### src/hdl/game_config.svh
`ifndef GAME_CONFIG_SVH
`define GAME_CONFIG_SVH

// levels in one world, level count runs 0 .. LEVELS_PER_WORLD-1
`define LEVELS_PER_WORLD 3

// worlds in one game
`define WORLD_COUNT 3

// lives given at the start of every game
`define START_LIVES 3

// scroll ticks needed to cross one level
`define COURSE_LEN 8

// flops in each button synchronizer
`define SYNC_STAGES 2

`endif

### src/hdl/gamePkg.sv
package gamePkg;

    // width shared by the level, world and lives counts
    localparam int COUNT_W  = 3;
    // widths of the two enums below
    localparam int STATE_W  = 4;
    localparam int SCREEN_W = 3;

    // game flow states
    // passing states last one cycle, wait states hold for a button
    typedef enum logic [STATE_W-1:0] {
        stTitle,
        stPlay,
        stLifeLoss,
        stLevelUp,
        stLevelUpWait,
        stWorldUp,
        stWorldUpWait,
        stWinWait,
        stLoseWait
    } gameState;

    // display screen select, encoding fixed for the video side
    typedef enum logic [SCREEN_W-1:0] {
        scrBlank   = 3'd0,
        scrTitle   = 3'd1,
        scrPlay    = 3'd2,
        scrLose    = 3'd3,
        scrWin     = 3'd4,
        scrLevelUp = 3'd5,
        scrWorldUp = 3'd6
    } screenSel;

    // progress counts
    typedef logic [COUNT_W-1:0] levelT;
    typedef logic [COUNT_W-1:0] worldT;
    typedef logic [COUNT_W-1:0] livesT;

endpackage

### src/hdl/progressIf.sv
`timescale 1ns/10ps

interface progressIf;
    import gamePkg::*;

    // strobes from the game FSM, one cycle each
    logic  levelInc;
    logic  levelClr;
    logic  worldInc;
    logic  worldClr;
    logic  livesDec;
    logic  livesLoad;

    // counts and limit flags from the tracker
    levelT level;
    worldT world;
    livesT lives;
    logic  lastLevel;
    logic  lastWorld;
    logic  lastLife;

    modport fsm (
        output levelInc, levelClr, worldInc, worldClr, livesDec, livesLoad,
        input  level, world, lives, lastLevel, lastWorld, lastLife
    );

    modport tracker (
        input  levelInc, levelClr, worldInc, worldClr, livesDec, livesLoad,
        output level, world, lives, lastLevel, lastWorld, lastLife
    );

endinterface

### src/hdl/buttonSync.sv
`timescale 1ns/10ps
`include "game_config.svh"

module buttonSync (
    input  logic clk,
    input  logic rst,
    input  logic startBtn,
    input  logic continueBtn,
    output logic startPress,
    output logic continuePress
);

    // bit 0 start, bit 1 continue
    logic [1:0] btnIn;
    logic [1:0] syncChain [`SYNC_STAGES];
    logic [1:0] btnPrev;
    logic [1:0] pressReg;

    assign btnIn = {continueBtn, startBtn};

    // synchronizer, stage 0 takes the raw pins
    always_ff @(posedge clk or negedge rst) begin
        if (!rst) begin
            for (int i = 0; i < `SYNC_STAGES; i++) begin
                syncChain[i] <= '0;
            end
        end else begin
            syncChain[0] <= btnIn;
            for (int i = 1; i < `SYNC_STAGES; i++) begin
                syncChain[i] <= syncChain[i-1];
            end
        end
    end

    // rising edge only, so a held button pulses once
    always_ff @(posedge clk or negedge rst) begin
        if (!rst) begin
            btnPrev  <= '0;
            pressReg <= '0;
        end else begin
            btnPrev  <= syncChain[`SYNC_STAGES-1];
            pressReg <= syncChain[`SYNC_STAGES-1] & ~btnPrev;
        end
    end

    assign startPress    = pressReg[0];
    assign continuePress = pressReg[1];

endmodule

### src/hdl/progressTracker.sv
`timescale 1ns/10ps
`include "game_config.svh"

module progressTracker (
    input logic     clk,
    input logic     rst,
    progressIf.tracker prog
);
    import gamePkg::*;

    // top values of each count
    localparam levelT LEVEL_MAX  = levelT'(`LEVELS_PER_WORLD - 1);
    localparam worldT WORLD_MAX  = worldT'(`WORLD_COUNT - 1);
    localparam livesT LIVES_INIT = livesT'(`START_LIVES);

    levelT levelCnt;
    worldT worldCnt;
    livesT livesCnt;

    //////////////////////////////////////////////////
    // level counter
    //////////////////////////////////////////////////

    // clear wins over increment, stops at the last level
    always_ff @(posedge clk or negedge rst) begin
        if (!rst) begin
            levelCnt <= '0;
        end else if (prog.levelClr) begin
            levelCnt <= '0;
        end else if (prog.levelInc && (levelCnt != LEVEL_MAX)) begin
            levelCnt <= levelCnt + 1'b1;
        end
    end

    //////////////////////////////////////////////////
    // world counter
    //////////////////////////////////////////////////

    always_ff @(posedge clk or negedge rst) begin
        if (!rst) begin
            worldCnt <= '0;
        end else if (prog.worldClr) begin
            worldCnt <= '0;
        end else if (prog.worldInc && (worldCnt != WORLD_MAX)) begin
            worldCnt <= worldCnt + 1'b1;
        end
    end

    //////////////////////////////////////////////////
    // lives counter
    //////////////////////////////////////////////////

    // counts down, reload to the starting lives
    always_ff @(posedge clk or negedge rst) begin
        if (!rst) begin
            livesCnt <= LIVES_INIT;
        end else if (prog.livesLoad) begin
            livesCnt <= LIVES_INIT;
        end else if (prog.livesDec && (livesCnt != '0)) begin
            livesCnt <= livesCnt - 1'b1;
        end
    end

    // counts out to the FSM and the top level
    assign prog.level = levelCnt;
    assign prog.world = worldCnt;
    assign prog.lives = livesCnt;

    // limit flags
    assign prog.lastLevel = (levelCnt == LEVEL_MAX);
    assign prog.lastWorld = (worldCnt == WORLD_MAX);
    // one life left means the next hit ends the game
    assign prog.lastLife  = (livesCnt <= livesT'(1));

endmodule

### src/hdl/courseScroller.sv
`timescale 1ns/10ps
`include "game_config.svh"

module courseScroller (
    input  logic clk,
    input  logic rst,
    input  logic playerDisable,
    input  logic scrollTick,
    output logic levelDone
);

    // wide enough to hold COURSE_LEN itself
    localparam int POS_W = $clog2(`COURSE_LEN + 1);
    localparam logic [POS_W-1:0] POS_LAST = POS_W'(`COURSE_LEN - 1);

    // ticks of uninterrupted play so far
    logic [POS_W-1:0] coursePos;

    always_ff @(posedge clk or negedge rst) begin
        if (!rst) begin
            coursePos <= '0;
            levelDone <= 1'b0;
        end else begin
            // pulse by default
            levelDone <= 1'b0;
            if (playerDisable) begin
                // play suspended, course starts over
                coursePos <= '0;
            end else if (scrollTick) begin
                if (coursePos == POS_LAST) begin
                    // this tick reaches the course end
                    coursePos <= '0;
                    levelDone <= 1'b1;
                end else begin
                    coursePos <= coursePos + 1'b1;
                end
            end
        end
    end

endmodule

### src/hdl/gameFsm.sv
`timescale 1ns/10ps

module gameFsm (
    input  logic             clk,
    input  logic             rst,
    input  logic             startPress,
    input  logic             continuePress,
    input  logic             playerHit,
    input  logic             levelDone,
    progressIf.fsm           prog,
    output gamePkg::screenSel screen,
    output logic             playerDisable
);
    import gamePkg::*;

    gameState curState;
    gameState nextState;

    //////////////////////////////////////////////////
    // state register
    //////////////////////////////////////////////////

    always_ff @(posedge clk or negedge rst) begin
        if (!rst) begin
            curState <= stTitle;
        end else begin
            curState <= nextState;
        end
    end

    //////////////////////////////////////////////////
    // next state and outputs
    //////////////////////////////////////////////////

    always_comb begin
        // defaults, most states freeze the player
        nextState      = curState;
        screen         = scrBlank;
        playerDisable  = 1'b1;
        prog.levelInc  = 1'b0;
        prog.levelClr  = 1'b0;
        prog.worldInc  = 1'b0;
        prog.worldClr  = 1'b0;
        prog.livesDec  = 1'b0;
        prog.livesLoad = 1'b0;

        case (curState)
            stTitle: begin
                screen = scrTitle;
                // fresh game starts from full counts
                if (startPress) begin
                    prog.livesLoad = 1'b1;
                    prog.levelClr  = 1'b1;
                    prog.worldClr  = 1'b1;
                    nextState      = stPlay;
                end
            end
            stPlay: begin
                screen        = scrPlay;
                playerDisable = 1'b0;
                // a hit beats a level finish in the same cycle
                if (playerHit) begin
                    nextState = stLifeLoss;
                end else if (levelDone) begin
                    if (prog.lastLevel && prog.lastWorld) begin
                        nextState = stWinWait;
                    end else if (prog.lastLevel) begin
                        nextState = stWorldUp;
                    end else begin
                        nextState = stLevelUp;
                    end
                end
            end
            stLifeLoss: begin
                // keep the play screen, the hit only costs a life
                screen        = scrPlay;
                prog.livesDec = 1'b1;
                if (prog.lastLife) begin
                    nextState = stLoseWait;
                end else begin
                    nextState = stPlay;
                end
            end
            stLevelUp: begin
                screen        = scrLevelUp;
                prog.levelInc = 1'b1;
                nextState     = stLevelUpWait;
            end
            stLevelUpWait: begin
                screen = scrLevelUp;
                if (continuePress) begin
                    nextState = stPlay;
                end
            end
            stWorldUp: begin
                // new world starts at its first level
                screen        = scrWorldUp;
                prog.worldInc = 1'b1;
                prog.levelClr = 1'b1;
                nextState     = stWorldUpWait;
            end
            stWorldUpWait: begin
                screen = scrWorldUp;
                if (continuePress) begin
                    nextState = stPlay;
                end
            end
            stWinWait, stLoseWait: begin
                screen = (curState == stWinWait) ? scrWin : scrLose;
                // counts restored on the way back to title
                if (startPress) begin
                    prog.livesLoad = 1'b1;
                    prog.levelClr  = 1'b1;
                    prog.worldClr  = 1'b1;
                    nextState      = stTitle;
                end
            end
            default: begin
                nextState = stTitle;
            end
        endcase
    end

endmodule

### src/hdl/gameCore.sv
`timescale 1ns/10ps

module gameCore (
    input  logic              clk,
    input  logic              rst,
    input  logic              startBtn,
    input  logic              continueBtn,
    input  logic              scrollTick,
    input  logic              playerHit,
    output gamePkg::levelT    level,
    output gamePkg::worldT    world,
    output gamePkg::livesT    lives,
    output gamePkg::screenSel screen,
    output logic              playerDisable
);

    // button pulses
    logic startPress;
    logic continuePress;
    // course end pulse
    logic levelDone;

    // progress controls and counts
    progressIf prog ();

    //////////////////////////////////////////////////
    // blocks
    //////////////////////////////////////////////////

    buttonSync uButtons (
        .clk           (clk),
        .rst           (rst),
        .startBtn      (startBtn),
        .continueBtn   (continueBtn),
        .startPress    (startPress),
        .continuePress (continuePress)
    );

    gameFsm uFsm (
        .clk           (clk),
        .rst           (rst),
        .startPress    (startPress),
        .continuePress (continuePress),
        .playerHit     (playerHit),
        .levelDone     (levelDone),
        .prog          (prog.fsm),
        .screen        (screen),
        .playerDisable (playerDisable)
    );

    progressTracker uTracker (
        .clk  (clk),
        .rst  (rst),
        .prog (prog.tracker)
    );

    courseScroller uScroller (
        .clk           (clk),
        .rst           (rst),
        .playerDisable (playerDisable),
        .scrollTick    (scrollTick),
        .levelDone     (levelDone)
    );

    // counts out for the LEDs
    assign level = prog.level;
    assign world = prog.world;
    assign lives = prog.lives;

endmodule

### config.mk
export PLATFORM = sky130hd
export DESIGN_NAME = gameCore
export DESIGN_NICKNAME = d
export VERILOG_FILES = /design/src/hdl/gamePkg.sv /design/src/hdl/progressIf.sv /design/src/hdl/buttonSync.sv /design/src/hdl/progressTracker.sv /design/src/hdl/courseScroller.sv /design/src/hdl/gameFsm.sv /design/src/hdl/gameCore.sv
export VERILOG_INCLUDE_DIRS = /design/src /design/src/hdl
export SDC_FILE = /design/constraint.sdc
export NUM_CORES = 1
export LEC_CHECK = 0
export BUFFER_PORTS_ARGS = -buffer_cell sky130_fd_sc_hd__buf_2
export CAP_MARGIN = 20
export CORE_MARGIN = 4
export CORE_UTILIZATION = 47
export CTS_BUF_LIST = sky130_fd_sc_hd__clkbuf_16
export DETAILED_ROUTE_END_ITERATION = 8
export PLACE_DENSITY = 0.67
export SYNTH_ARGS = -nofsm -noshare
export SYNTH_HDL_FRONTEND = slang
export SYNTH_SLANG_ARGS = --single-unit
### constraint.sdc
create_clock -name clk -period 1.8 [get_ports clk]
set_input_delay 0 -clock clk [delete_from_list [all_inputs] [get_ports clk]]
set_output_delay 0 -clock clk [all_outputs]
set_load 0.05 [all_outputs]
==> results of run 1 <==
-- kinds of logic (layout without fill, tap and decap cells) --
kind of cell             count (synthesis)  after routing  synth area share (%)
AO/OA/AOI/OAI                           20             20                  12.5
XOR/XNOR                                 7              7                  4.36
adder cells (fa/ha/maj)                  8              8                  7.11
buffers and inverters                   10             34                  3.91
flip-flops                              26             26                  46.4
multiplexers                             4              4                  3.56
AND/OR/NAND/NOR                         53             53                  22.1
-- stage by stage --
| stage | worst slack (ns) | hold WS, ns | power, mW |
|---|---|---|---|
| 2_1_floorplan | 0.125 | -0.296 | 2.32 |
| 6_report | 0.177 | 0.0584 | 3.31 |
| 4_1_cts | 0.159 | 0.0602 | 3.33 |
| 3_3_place_gp | 0.236 | 0.0270 | 2.64 |
| 5_1_grt | 0.0307 | 0.0782 | 3.51 |
| 3_5_place_dp | 0.170 | 0.0308 | 2.69 |
-- placed cells by master (no fill, tap or decap), types with 2 or more instances in the layout --
| cell | netlist | final |
|---|---|---|
| dfrtp_1 | 24 | 24 |
| dfstp_2 | 2 | 2 |
| and2_1 | 2 | 2 |
| nand3_1 | 3 | 3 |
| o21a_1 | 2 | 2 |
| xor2_1 | 4 | 4 |
| a21oi_1 | 5 | 5 |
| clkbuf_16 | 0 | 3 |
| a22o_1 | 2 | 2 |
| or2_0 | 2 | 2 |
| nor2_1 | 15 | 15 |
| o211a_1 | 2 | 2 |
| nand2_1 | 5 | 5 |
| nor2b_1 | 4 | 4 |
| nor3_1 | 2 | 2 |
| xnor2_1 | 3 | 3 |
| mux2_4 | 2 | 2 |
| buf_4 | 0 | 3 |
| inv_1 | 6 | 6 |
| nand4_1 | 4 | 4 |
| ha_1 | 8 | 8 |
| mux2i_1 | 2 | 2 |
| buf_2 | 2 | 18 |
| nand2b_1 | 6 | 6 |
| dlygate4sd3_1 | 0 | 3 |
-- final timing paths --
| kind | startpoint | end | cells after the start |
|---|---|---|---|
| worst max-delay path | uFsm.curState[1] | screen[1] | 5 |
| worst min-delay path | scrollTick | uScroller.coursePos[1] | 3 |
| worst max register to register | uFsm.curState[2] | uFsm.curState[1] | 4 |
| worst min register to register | uButtons.syncChain[3] | uButtons.syncChain[1] | 0 |
| max in group asynchronous | rst | uFsm.curState[2] | 2 |
| min in group asynchronous | rst | uTracker.prog.lives[2] | 2 |
-- layer usage --
metal	share of wire [%]	GRT usage, %	vias up	wire, µm
met3	3.0	3.06	2	79
met1	49	18.8	477	1290
met2	47	23.6	13	1230
li1	-	-	486	-
met5	0	0	-	0
met4	0.65	4.13	0	17
-- flip-flops by register name (all words and copies together), names as in the netlist --
signal	count
uTracker.prog.world	3
uScroller.coursePos	4
uTracker.prog.level	3
uFsm.curState	4
uButtons.pressReg	2
uTracker.prog.lives	3
uScroller.levelDone	1
uButtons.syncChain	4
uButtons.btnPrev	2
-- layout make-up --
type                            count  area share [%]
Multi-Input combinational cell     92            42.1
Sequential cell                    26            39.3
Timing Repair Buffer               24            8.58
Clock buffer                        3            4.52
Tap cell                           31            2.33
Clock inverter                      1            1.81
Inverter                            6            1.36
-- where the power goes --
group          total, mW  switching (mW)  internal (mW)
Sequential         0.920           0.179          0.742
Combinational       1.75            1.13          0.620
Clock              0.640           0.198          0.442
-- worst max-delay path, cell delays in order (launching register included) --
cell and delay (ns):
dfrtp_1 0.45, buf_4 0.20, nor2_1 0.15, mux2i_1 0.10, o22ai_1 0.18, buf_2 0.29
-- timing repair --
item | in CTS | in global routing
hold buffers | 3 | 0
endpoints found under the hold margin | 26 | 0
setup buffers | 0 | 0
==> summary.md, run 1 <==
| Metric | Value |
|---|---|
| Clk buf depth | `2` |
| DP HPWL | `roughly 1900 µm` |
| WL final | `roughly 2600 µm` |
| Grt ovf | `0` |
| DRC viols | `0` |
| CP Class | `reg -> out` |
| Static leakage | `around 0.8 nW` |
| Fill cells | `about 250` |
| Final setup fails | `0` |
| Clk sinks | `26` |
| Post-synth EDFFs | `0` |
| Max-slew violations | `0` |
| Number of routed nets with antenna violations | `0` |
| Sequential fraction of the synthesis area | `46.4%` |
| Most frequent cell after synthesis | `dfrtp_1` |
| Root Buffer Master | `clkbuf_16` |
| Tightest Hold Check Type | `in -> reg` |
| Largest net degree at the start of global routing | `27` |
| Core area | `~0.0028 mm²` |
| RD Place Congestion | `between 0.7 and 0.8` |
| Antenna violations before repair | `0` |
| TritonCTS clock tree | `yes` |
| Cells after DPL | `between 150 and 200` |
| Synthesized instance count | `around 130` |
| Library cells used by synthesis | `42` |
| CP required | `approximately 1.8 ns` |
| Final setup TNS | `0 ns` |
| Crit path launch type | `register` |
| Port buffer count | `18` |
| Syn Nets | `142` |
| R2R Setup Slk | `0.19 ns` |
| Worst skew pair latency | `~0.26 ns` |
| Post-cts resize count | `0` |
| Util after Layout | `between 50% and 60%` |
| I/O Pins | `19` |
| Design area | `0.00166 mm²` |
| Fraction of layout cells with a size suffix above 1 | `25.7%` |
| Placement Rows | `19` |
| Synth Flop Type | `dfrtp_1` |
| Routed vias/inst | `~5.3` |
| Routed len/inst | `roughly 14 µm` |
| Share of the synthesized area in the top cell type | `approximately 43%` |
| Number of synthesized register bits | `26` |
| Vias in the first global route | `between 900 and 1000` |
| Worst-path clk slew | `roughly 0.070 ns` |
| Register area | `roughly 650 µm²` |
| Fin crit period | `around 1.6 ns` |
| Initial core utilization | `between 50% and 60%` |
| Worst relative slew slack | `just over 60%` |
| Global-route usage over all layers | `between 10% and 20%` |
| Num CTS Buffers | `3` |
| Die area | `approximately 0.004 mm²` |
| RSZ-0062 raised after global routing | `false` |
| Max cap viols | `0` |
| Vias | `around 1000` |
| Crit. End Element | `output pin` |
| Initial DRT Pass Iterations | `4` |
| Die H | `between 60 and 70 µm` |
| Worst-path fanout max | `9` |
| Ys Warns | `0` |
| Area Growth Syn to Fin | `18.0%` |
| Die span in x | `roughly 63 µm` |
| # H-tree levels | `1` |
| Final non-filler cell total | `between 150 and 200` |
| Synth Cell Area | `~0.0014 mm²` |
| Final worst-path cycle share | `between 90% and 100%` |
| DRT iter0 DRCs | `27` |
| Ant diodes | `0` |
| Synth top area cells | `dfrtp_1 (43%), ha_1 (7.1%), nor2_1 (4.0%)` |
| Final clock skew | `0.00374 ns` |
| FMAX | `about 620 MHz` |
| Async S/R FF share, synth | `100%` |
| Run status | `complete, no violations` |
| Max IR drop VDD | `1.03 mV` |
| Mapped Avg Cell Area | `approximately 11 µm²` |
| Cell accounting for the most synthesized area | `dfrtp_1` |
| Pwr per Cell Area | `around 2000 mW/mm²` |
| Worst-margin pin slew | `about 0.57 ns` |
| Synth top cells by count | `dfrtp_1 (24), nor2_1 (15), ha_1 (8)` |
| Placed instance area | `about 0.0015 mm²` |
| First-pass GRT wire length | `4550 µm` |
| Footprint of the multi-input gates | `699 µm²` |
| Worst path arrival time | `about 1.6 ns` |
| Fin. Hold Viols | `0` |
| Nets | `roughly 170` |
No activity file was read; power rests on OpenSTA's default activity.
==> run 2: changes to the inputs <==
ABC_AREA = 1   (was not set)
==> summary.md, run 2 <==
| Metric | Value |
|---|---|
| Commonest non-fill, non-tap cell in the layout | `nand2_1` |
| Worst-path clk slew | `approximately 0.060 ns` |
| Tightest Hold Check Type | `in -> reg` |
| Sequential power share | `about 29%` |
| Number of routed nets with antenna violations | `0` |
| Internal | `approximately 1.5 mW` |
| # H-tree levels | `1` |
| Comb pwr share | `about half` |
| Final setup fails | `0` |
| Psw | `approximately 1.4 mW` |
| Mapped Avg Cell Area | `about 8.2 µm²` |
| Die span in x | `just over 60 µm` |
| Ant diodes | `0` |
| Worst-margin pin slew | `0.568 ns` |
| Sequential fraction of the synthesis area | `around half` |
| Max incr delay on CP | `0.45 ns` |
| Crit path launch type | `register` |
| Placement Rows | `19` |
| Cells after DPL | `approximately 210` |
| Most frequent cell after synthesis | `nand2_1` |
| Synth top area cells | `dfrtp_1 (44%), nand2_1 (14%), ha_1 (7.4%)` |
| Num CTS Buffers | `3` |
| Final non-filler cell total | `between 200 and 250` |
| Max IR drop VDD | `1.89 mV` |
| Worst path arrival time | `about 1.5 ns` |
| Final setup TNS | `0 ns` |
| Synthesized instance count | `~160` |
| Die area | `roughly 0.0038 mm²` |
| Crit. End Element | `output pin` |
| Synth top cells by count | `nand2_1 (49), dfrtp_1 (24), inv_1 (22)` |
| Worst-path fanout max | `5` |
| Cell Chain, Critical Path | `nor2_1 > nand2_1 > nand2_1 > o21ai_0 > inv_1 > buf_2` |
| I/O Pins | `19` |
| Initial core utilization | `between 40% and 50%` |
| DRC viols | `0` |
| Synth Cell Area | `0.00135 mm²` |
| Nets | `around 200` |
| Clock network power share | `21.8%` |
| Worst path slowest cell | `dfrtp_1` |
| Clk sinks | `26` |
| Delay-heaviest family, CP | `flip-flops` |
| Switching power share of the total | `between 40% and 50%` |
| WP buf/inv | `2` |
| Most frequent cells in the layout | `nand2_1 (49), dfrtp_1 (24), inv_1 (22), buf_2 (18), nand3_1 (12)` |
| Post-synth EDFFs | `0` |
| Routed vias/inst | `around 5` |
| DRT iter0 DRCs | `slightly below 50` |
| Crit path top cell by count | `nand2_1` |
| Core area | `around 0.0028 mm²` |
| Fin. Hold Viols | `0` |
| Vias | `approximately 1100` |
| Routed len/inst | `11.8 µm` |
| Grt ovf | `0` |
| CP Class | `reg -> out` |
| TritonCTS clock tree | `yes` |
| Post-cts resize count | `0` |
| Max cap viols | `0` |
| Fraction of layout cells with a size suffix above 1 | `19.6%` |
| RD Place Congestion | `a little under 0.9` |
| Initial DRT Pass Iterations | `4` |
| Port buffer count | `18` |
| Library cells used by synthesis | `24` |
| Share of the synthesized area in the top cell type | `between 40% and 50%` |
| Async S/R FF share, synth | `100%` |
| Run status | `complete, no violations` |
| Fin crit period | `between 1.5 and 2 ns` |
| Final clock skew | `roughly 0.0023 ns` |
| Antenna violations before repair | `0` |
| Max-slew violations | `0` |
| Vias in the first global route | `~1100` |
| Syn Nets | `178` |
| First-pass GRT wire length | `between 4000 and 5000 µm` |
| Number of synthesized register bits | `26` |
| Synth Flop Type | `dfrtp_1` |
| Clk buf depth | `2` |
| Fill cells | `259` |
| Pwr per Cell Area | `roughly 1800 mW/mm²` |
| Largest net degree at the start of global routing | `27` |
| RSZ-0062 raised after global routing | `false` |
| Root Buffer Master | `clkbuf_16` |
| Largest registers | `uButtons.syncChain (4), uFsm.curState (4), uScroller.coursePos (4)` |
| FMAX | `about 650 MHz` |
| DP HPWL | `around 1900 µm` |
| WL final | `approximately 2600 µm` |
| Cell accounting for the most synthesized area | `dfrtp_1` |
| CP required | `about 1.8 ns` |
| Static leakage | `roughly 0.86 nW` |
| Final worst-path cycle share | `~85%` |
| Worst skew pair latency | `0.26 ns` |
| Global-route usage over all layers | `16.7%` |
| Die H | `just over 60 µm` |
| Ys Warns | `0` |
| Worst relative slew slack | `approximately 62%` |
| Tot Pwr | `a little under 3 mW` |
| Area Growth Syn to Fin | `19.6%` |
-- run 2: changes by cell type in the layout (fill, tap and decap cells not counted), moves of 4 or more --
cell / change
inv_1: +16
o21ai_1: +4
nor2_2: +4
nand2b_1: -6
nor2b_1: -4
nand2_1: +44
nand3_1: +9
nor2_1: -6
-- run 2: cell type report --
cell class	instances	area (µm²)	share of cell area [%]
inverters	23	86.3	5.35
clock inverters	1	30.0	1.86
multi-input cells	115	611	37.8
well taps	31	38.8	2.40
flip-flops and latches	26	653	40.5
repair buffers	21	120	7.44
clock buffers	3	75.1	4.65
-- run 2: routing by layer --
layer	wire (µm)	vias up	global-route usage, %	share of wire (%)
met4	39	0	6.36	1.5
met5	0	-	0	0
met3	93	5	2.52	3.6
li1	-	573	-	-
met1	1200	508	21.8	46
met2	1270	19	27.7	49
-- run 2: final timing paths --
| path | startpoint | end | slack, ns | cells past startpoint |
|---|---|---|---|---|
| max | uFsm.curState[1] | screen[0] | 0.26 | 6 |
| min | scrollTick | uScroller.coursePos[1] | 0.01 | 3 |
| max reg2reg | uFsm.curState[3] | uFsm.curState[0] | 0.42 | 7 |
| min reg2reg | uButtons.syncChain[2] | uButtons.syncChain[0] | 0.36 | 0 |
| min in group asynchronous | rst | uTracker.prog.world[0] | 0.27 | 2 |
| max in group asynchronous | rst | uTracker.prog.lives[0] | 1.16 | 2 |
-- run 2: cell families after synthesis --
logic type	after synthesis	synth area share, %
adder cells (fa/ha/maj)	8	7.41
XOR/XNOR	1	0.649
buffers and inverters	23	6.39
AO/OA/AOI/OAI	17	6.95
flip-flops	26	48.4
AND/OR/NAND/NOR	89	30.2
-- run 2: timing repair --
action / in CTS / in global routing
setup endpoints to repair: 0 / 0
endpoints found under the hold margin: 26 / 0
buffers inserted: 0 / 0
hold buffers: 3 / 0
-- run 2: worst register-to-register path: stages (launching register included) --
cell      delay (ns)
dfrtp_1         0.45
nor2_1          0.32
nand2_2         0.16
inv_2           0.12
nand2_1         0.07
nand3b_1        0.08
nand2_1         0.06
nand2_1         0.06
-- run 2: metrics by stage --
step	area [µm²]	hold WS, ns	setup WS [ns]	util [%]
floorplan	1350	-0.296	0.296	-
global placement	1480	0.0283	0.476	53.6
detailed placement	1480	0.0361	0.468	53.6
CTS	1610	0.0170	0.255	58.5
global route	1610	0.0416	0.134	58.5
finish	1610	0.0140	0.263	58.5
-- run 2: power by group through the flow --
stage | clock, mW | combinational [mW] | sequential [mW]
final | 0.643 | 1.45 | 0.857
after global placement | 0 | 1.43 | 0.857
after global routing | 0.688 | 1.61 | 0.881
after CTS | 0.652 | 1.45 | 0.857
after detailed placement | 0 | 1.43 | 0.864
after floorplan | 0 | 0.920 | 1.07
==> run 3: changes to the inputs <==
clock period = 1.5 ns   (was 1.8 ns; I/O delays follow)
==> summary.md, run 3 (synthesis results as in run 2) <==
| Metric | Value |
|---|---|
| Final worst-path cycle share | `94.9%` |
| Nets | `roughly 200` |
| Max-slew violations | `0` |
| Max IR drop VDD | `1.72 mV` |
| Final setup TNS | `0 ns` |
| Tightest Hold Check Type | `in -> reg` |
| Final setup fails | `0` |
| DRT iter0 DRCs | `47` |
| RR Endpoint | `uFsm.curState[0]` |
| R2R Setup Slk | `roughly 0.16 ns` |
| Worst r2r src | `uTracker.prog.lives[1]` |
| Worst-path fanout max | `5` |
| Crit path from | `uFsm.curState[1]` |
| Pwr per Cell Area | `2210 mW/mm²` |
| Root Buffer Master | `clkbuf_16` |
| Fin. Hold Viols | `0` |
| Most frequent cells in the layout | `nand2_1 (49), dfrtp_1 (23), inv_1 (22), buf_2 (16), nand3_1 (12)` |
| Area Growth Syn to Fin | `20.2%` |
| CP Class | `reg -> out` |
| Cells after DPL | `213` |
| Worst skew pair latency | `roughly 0.26 ns` |
| Vias | `~1100` |
| Max cap viols | `0` |
| Crit. End Element | `output pin` |
| Largest net degree at the start of global routing | `27` |
| Run status | `complete, no violations` |
| Worst path arrival time | `1.42 ns` |
| Fin crit period | `between 1 and 1.5 ns` |
| Die H | `approximately 62 µm` |
| Placement Rows | `19` |
| Die area | `roughly 0.0038 mm²` |
| Fill cells | `approximately 250` |
| Die span in x | `a little over 60 µm` |
| Clk sinks | `26` |
| Worst relative slew slack | `between 60% and 70%` |
| DRC viols | `0` |
| CP required | `roughly 1.5 ns` |
| Crit path launch type | `register` |
| First-pass GRT wire length | `4350 µm` |
| Core area | `around 0.0028 mm²` |
| Worst-path clk slew | `approximately 0.060 ns` |
| Grt ovf | `0` |
| Setup crit end | `screen[0]` |
| WL final | `2560 µm` |
| Largest registers | `uButtons.syncChain (4), uFsm.curState (4), uScroller.coursePos (4)` |
| Commonest non-fill, non-tap cell in the layout | `nand2_1` |
| Fraction of layout cells with a size suffix above 1 | `about a fifth` |
| Routed vias/inst | `between 5 and 6` |
| Routed len/inst | `roughly 12 µm` |
| Initial core utilization | `roughly 49%` |
| Num CTS Buffers | `3` |
| Global-route usage over all layers | `around 16%` |
| Port buffer count | `18` |
| I/O Pins | `19` |
| Final clock skew | `0.00292 ns` |
| Antenna violations before repair | `0` |
| Number of routed nets with antenna violations | `0` |
| DP HPWL | `roughly 1900 µm` |
| # H-tree levels | `1` |
| TritonCTS clock tree | `yes` |
| Ant diodes | `0` |
| Clk buf depth | `2` |
| Initial DRT Pass Iterations | `4` |
| Static leakage | `around 0.86 nW` |
| RD Place Congestion | `a little under 0.9` |
| Worst-margin pin slew | `around 0.56 ns` |
| R2R cell count | `8` |
| FMAX | `703 MHz` |
| RSZ-0062 raised after global routing | `false` |
| Final non-filler cell total | `220` |
| Vias in the first global route | `1033` |
## run 3: cell type report
class	instances	area, µm²	area share [%]
tap	31	38.8	2.39
sequential	26	654	40.3
clock buffer	3	75.1	4.63
multi-input combinational	115	613	37.8
clock inverter	1	30.0	1.85
inverter	23	86.3	5.32
timing repair buffer	21	125	7.71
## run 3: what timing repair did
item                                   CTS  global route
endpoints found under the hold margin   26             0
setup endpoints to repair                2             2
gates resized for setup                  2             1
hold buffers                             3             0
setup buffers                            0             0
## run 3: through the flow
stage	power (mW)	hold WS [ns]	setup WS [ns]	instance area, µm²	utilization (%)
2_1_floorplan	2.40	-0.296	0.0144	1350	-
3_3_place_gp	2.74	0.0332	0.180	1480	53.7
3_5_place_dp	2.78	0.0337	0.167	1480	53.7
4_1_cts	3.61	0.0124	0.0124	1620	58.8
5_1_grt	3.87	0.0397	0.00173	1620	58.8
6_report	3.58	0.0140	0.0767	1620	58.8
## run 3: how the worst min path moves through the flow
stage | depth (start not counted) | slack [ns] | endpoint | startpoint
2_1_floorplan | 0 | -0.30 | uButtons.btnPrev[0] | rst
3_3_place_gp | 1 | 0.03 | uButtons.btnPrev[0] | rst
3_5_place_dp | 1 | 0.03 | uButtons.syncChain[2] | rst
4_1_cts | 3 | 0.01 | uScroller.coursePos[1] | scrollTick
5_1_grt | 3 | 0.04 | uScroller.coursePos[1] | scrollTick
6_report | 3 | 0.01 | uScroller.coursePos[1] | scrollTick
## run 3: critical path, stage by stage (launching register included)
cell     delay [ns]
dfrtp_1        0.46
nor2_2         0.17
nand2_1        0.11
nand2_1        0.09
o21ai_0        0.09
inv_1          0.06
buf_4          0.19
## run 3: where the power goes
| group | internal (mW) | switching, mW | leakage (nW) | total [mW] |
|---|---|---|---|---|
| Combinational | 0.485 | 1.30 | 0.477 | 1.78 |
| Clock | 0.531 | 0.239 | 0.0511 | 0.770 |
| Sequential | 0.875 | 0.155 | 0.331 | 1.03 |
## run 3: per-layer routing
metal  track usage [%]  up-vias  wire (µm)
met5                 0        -          0
met4              9.39        0         53
met3              3.77        4        107
met2              26.3       28       1280
met1              18.8      503       1120
li1                  -      571          -
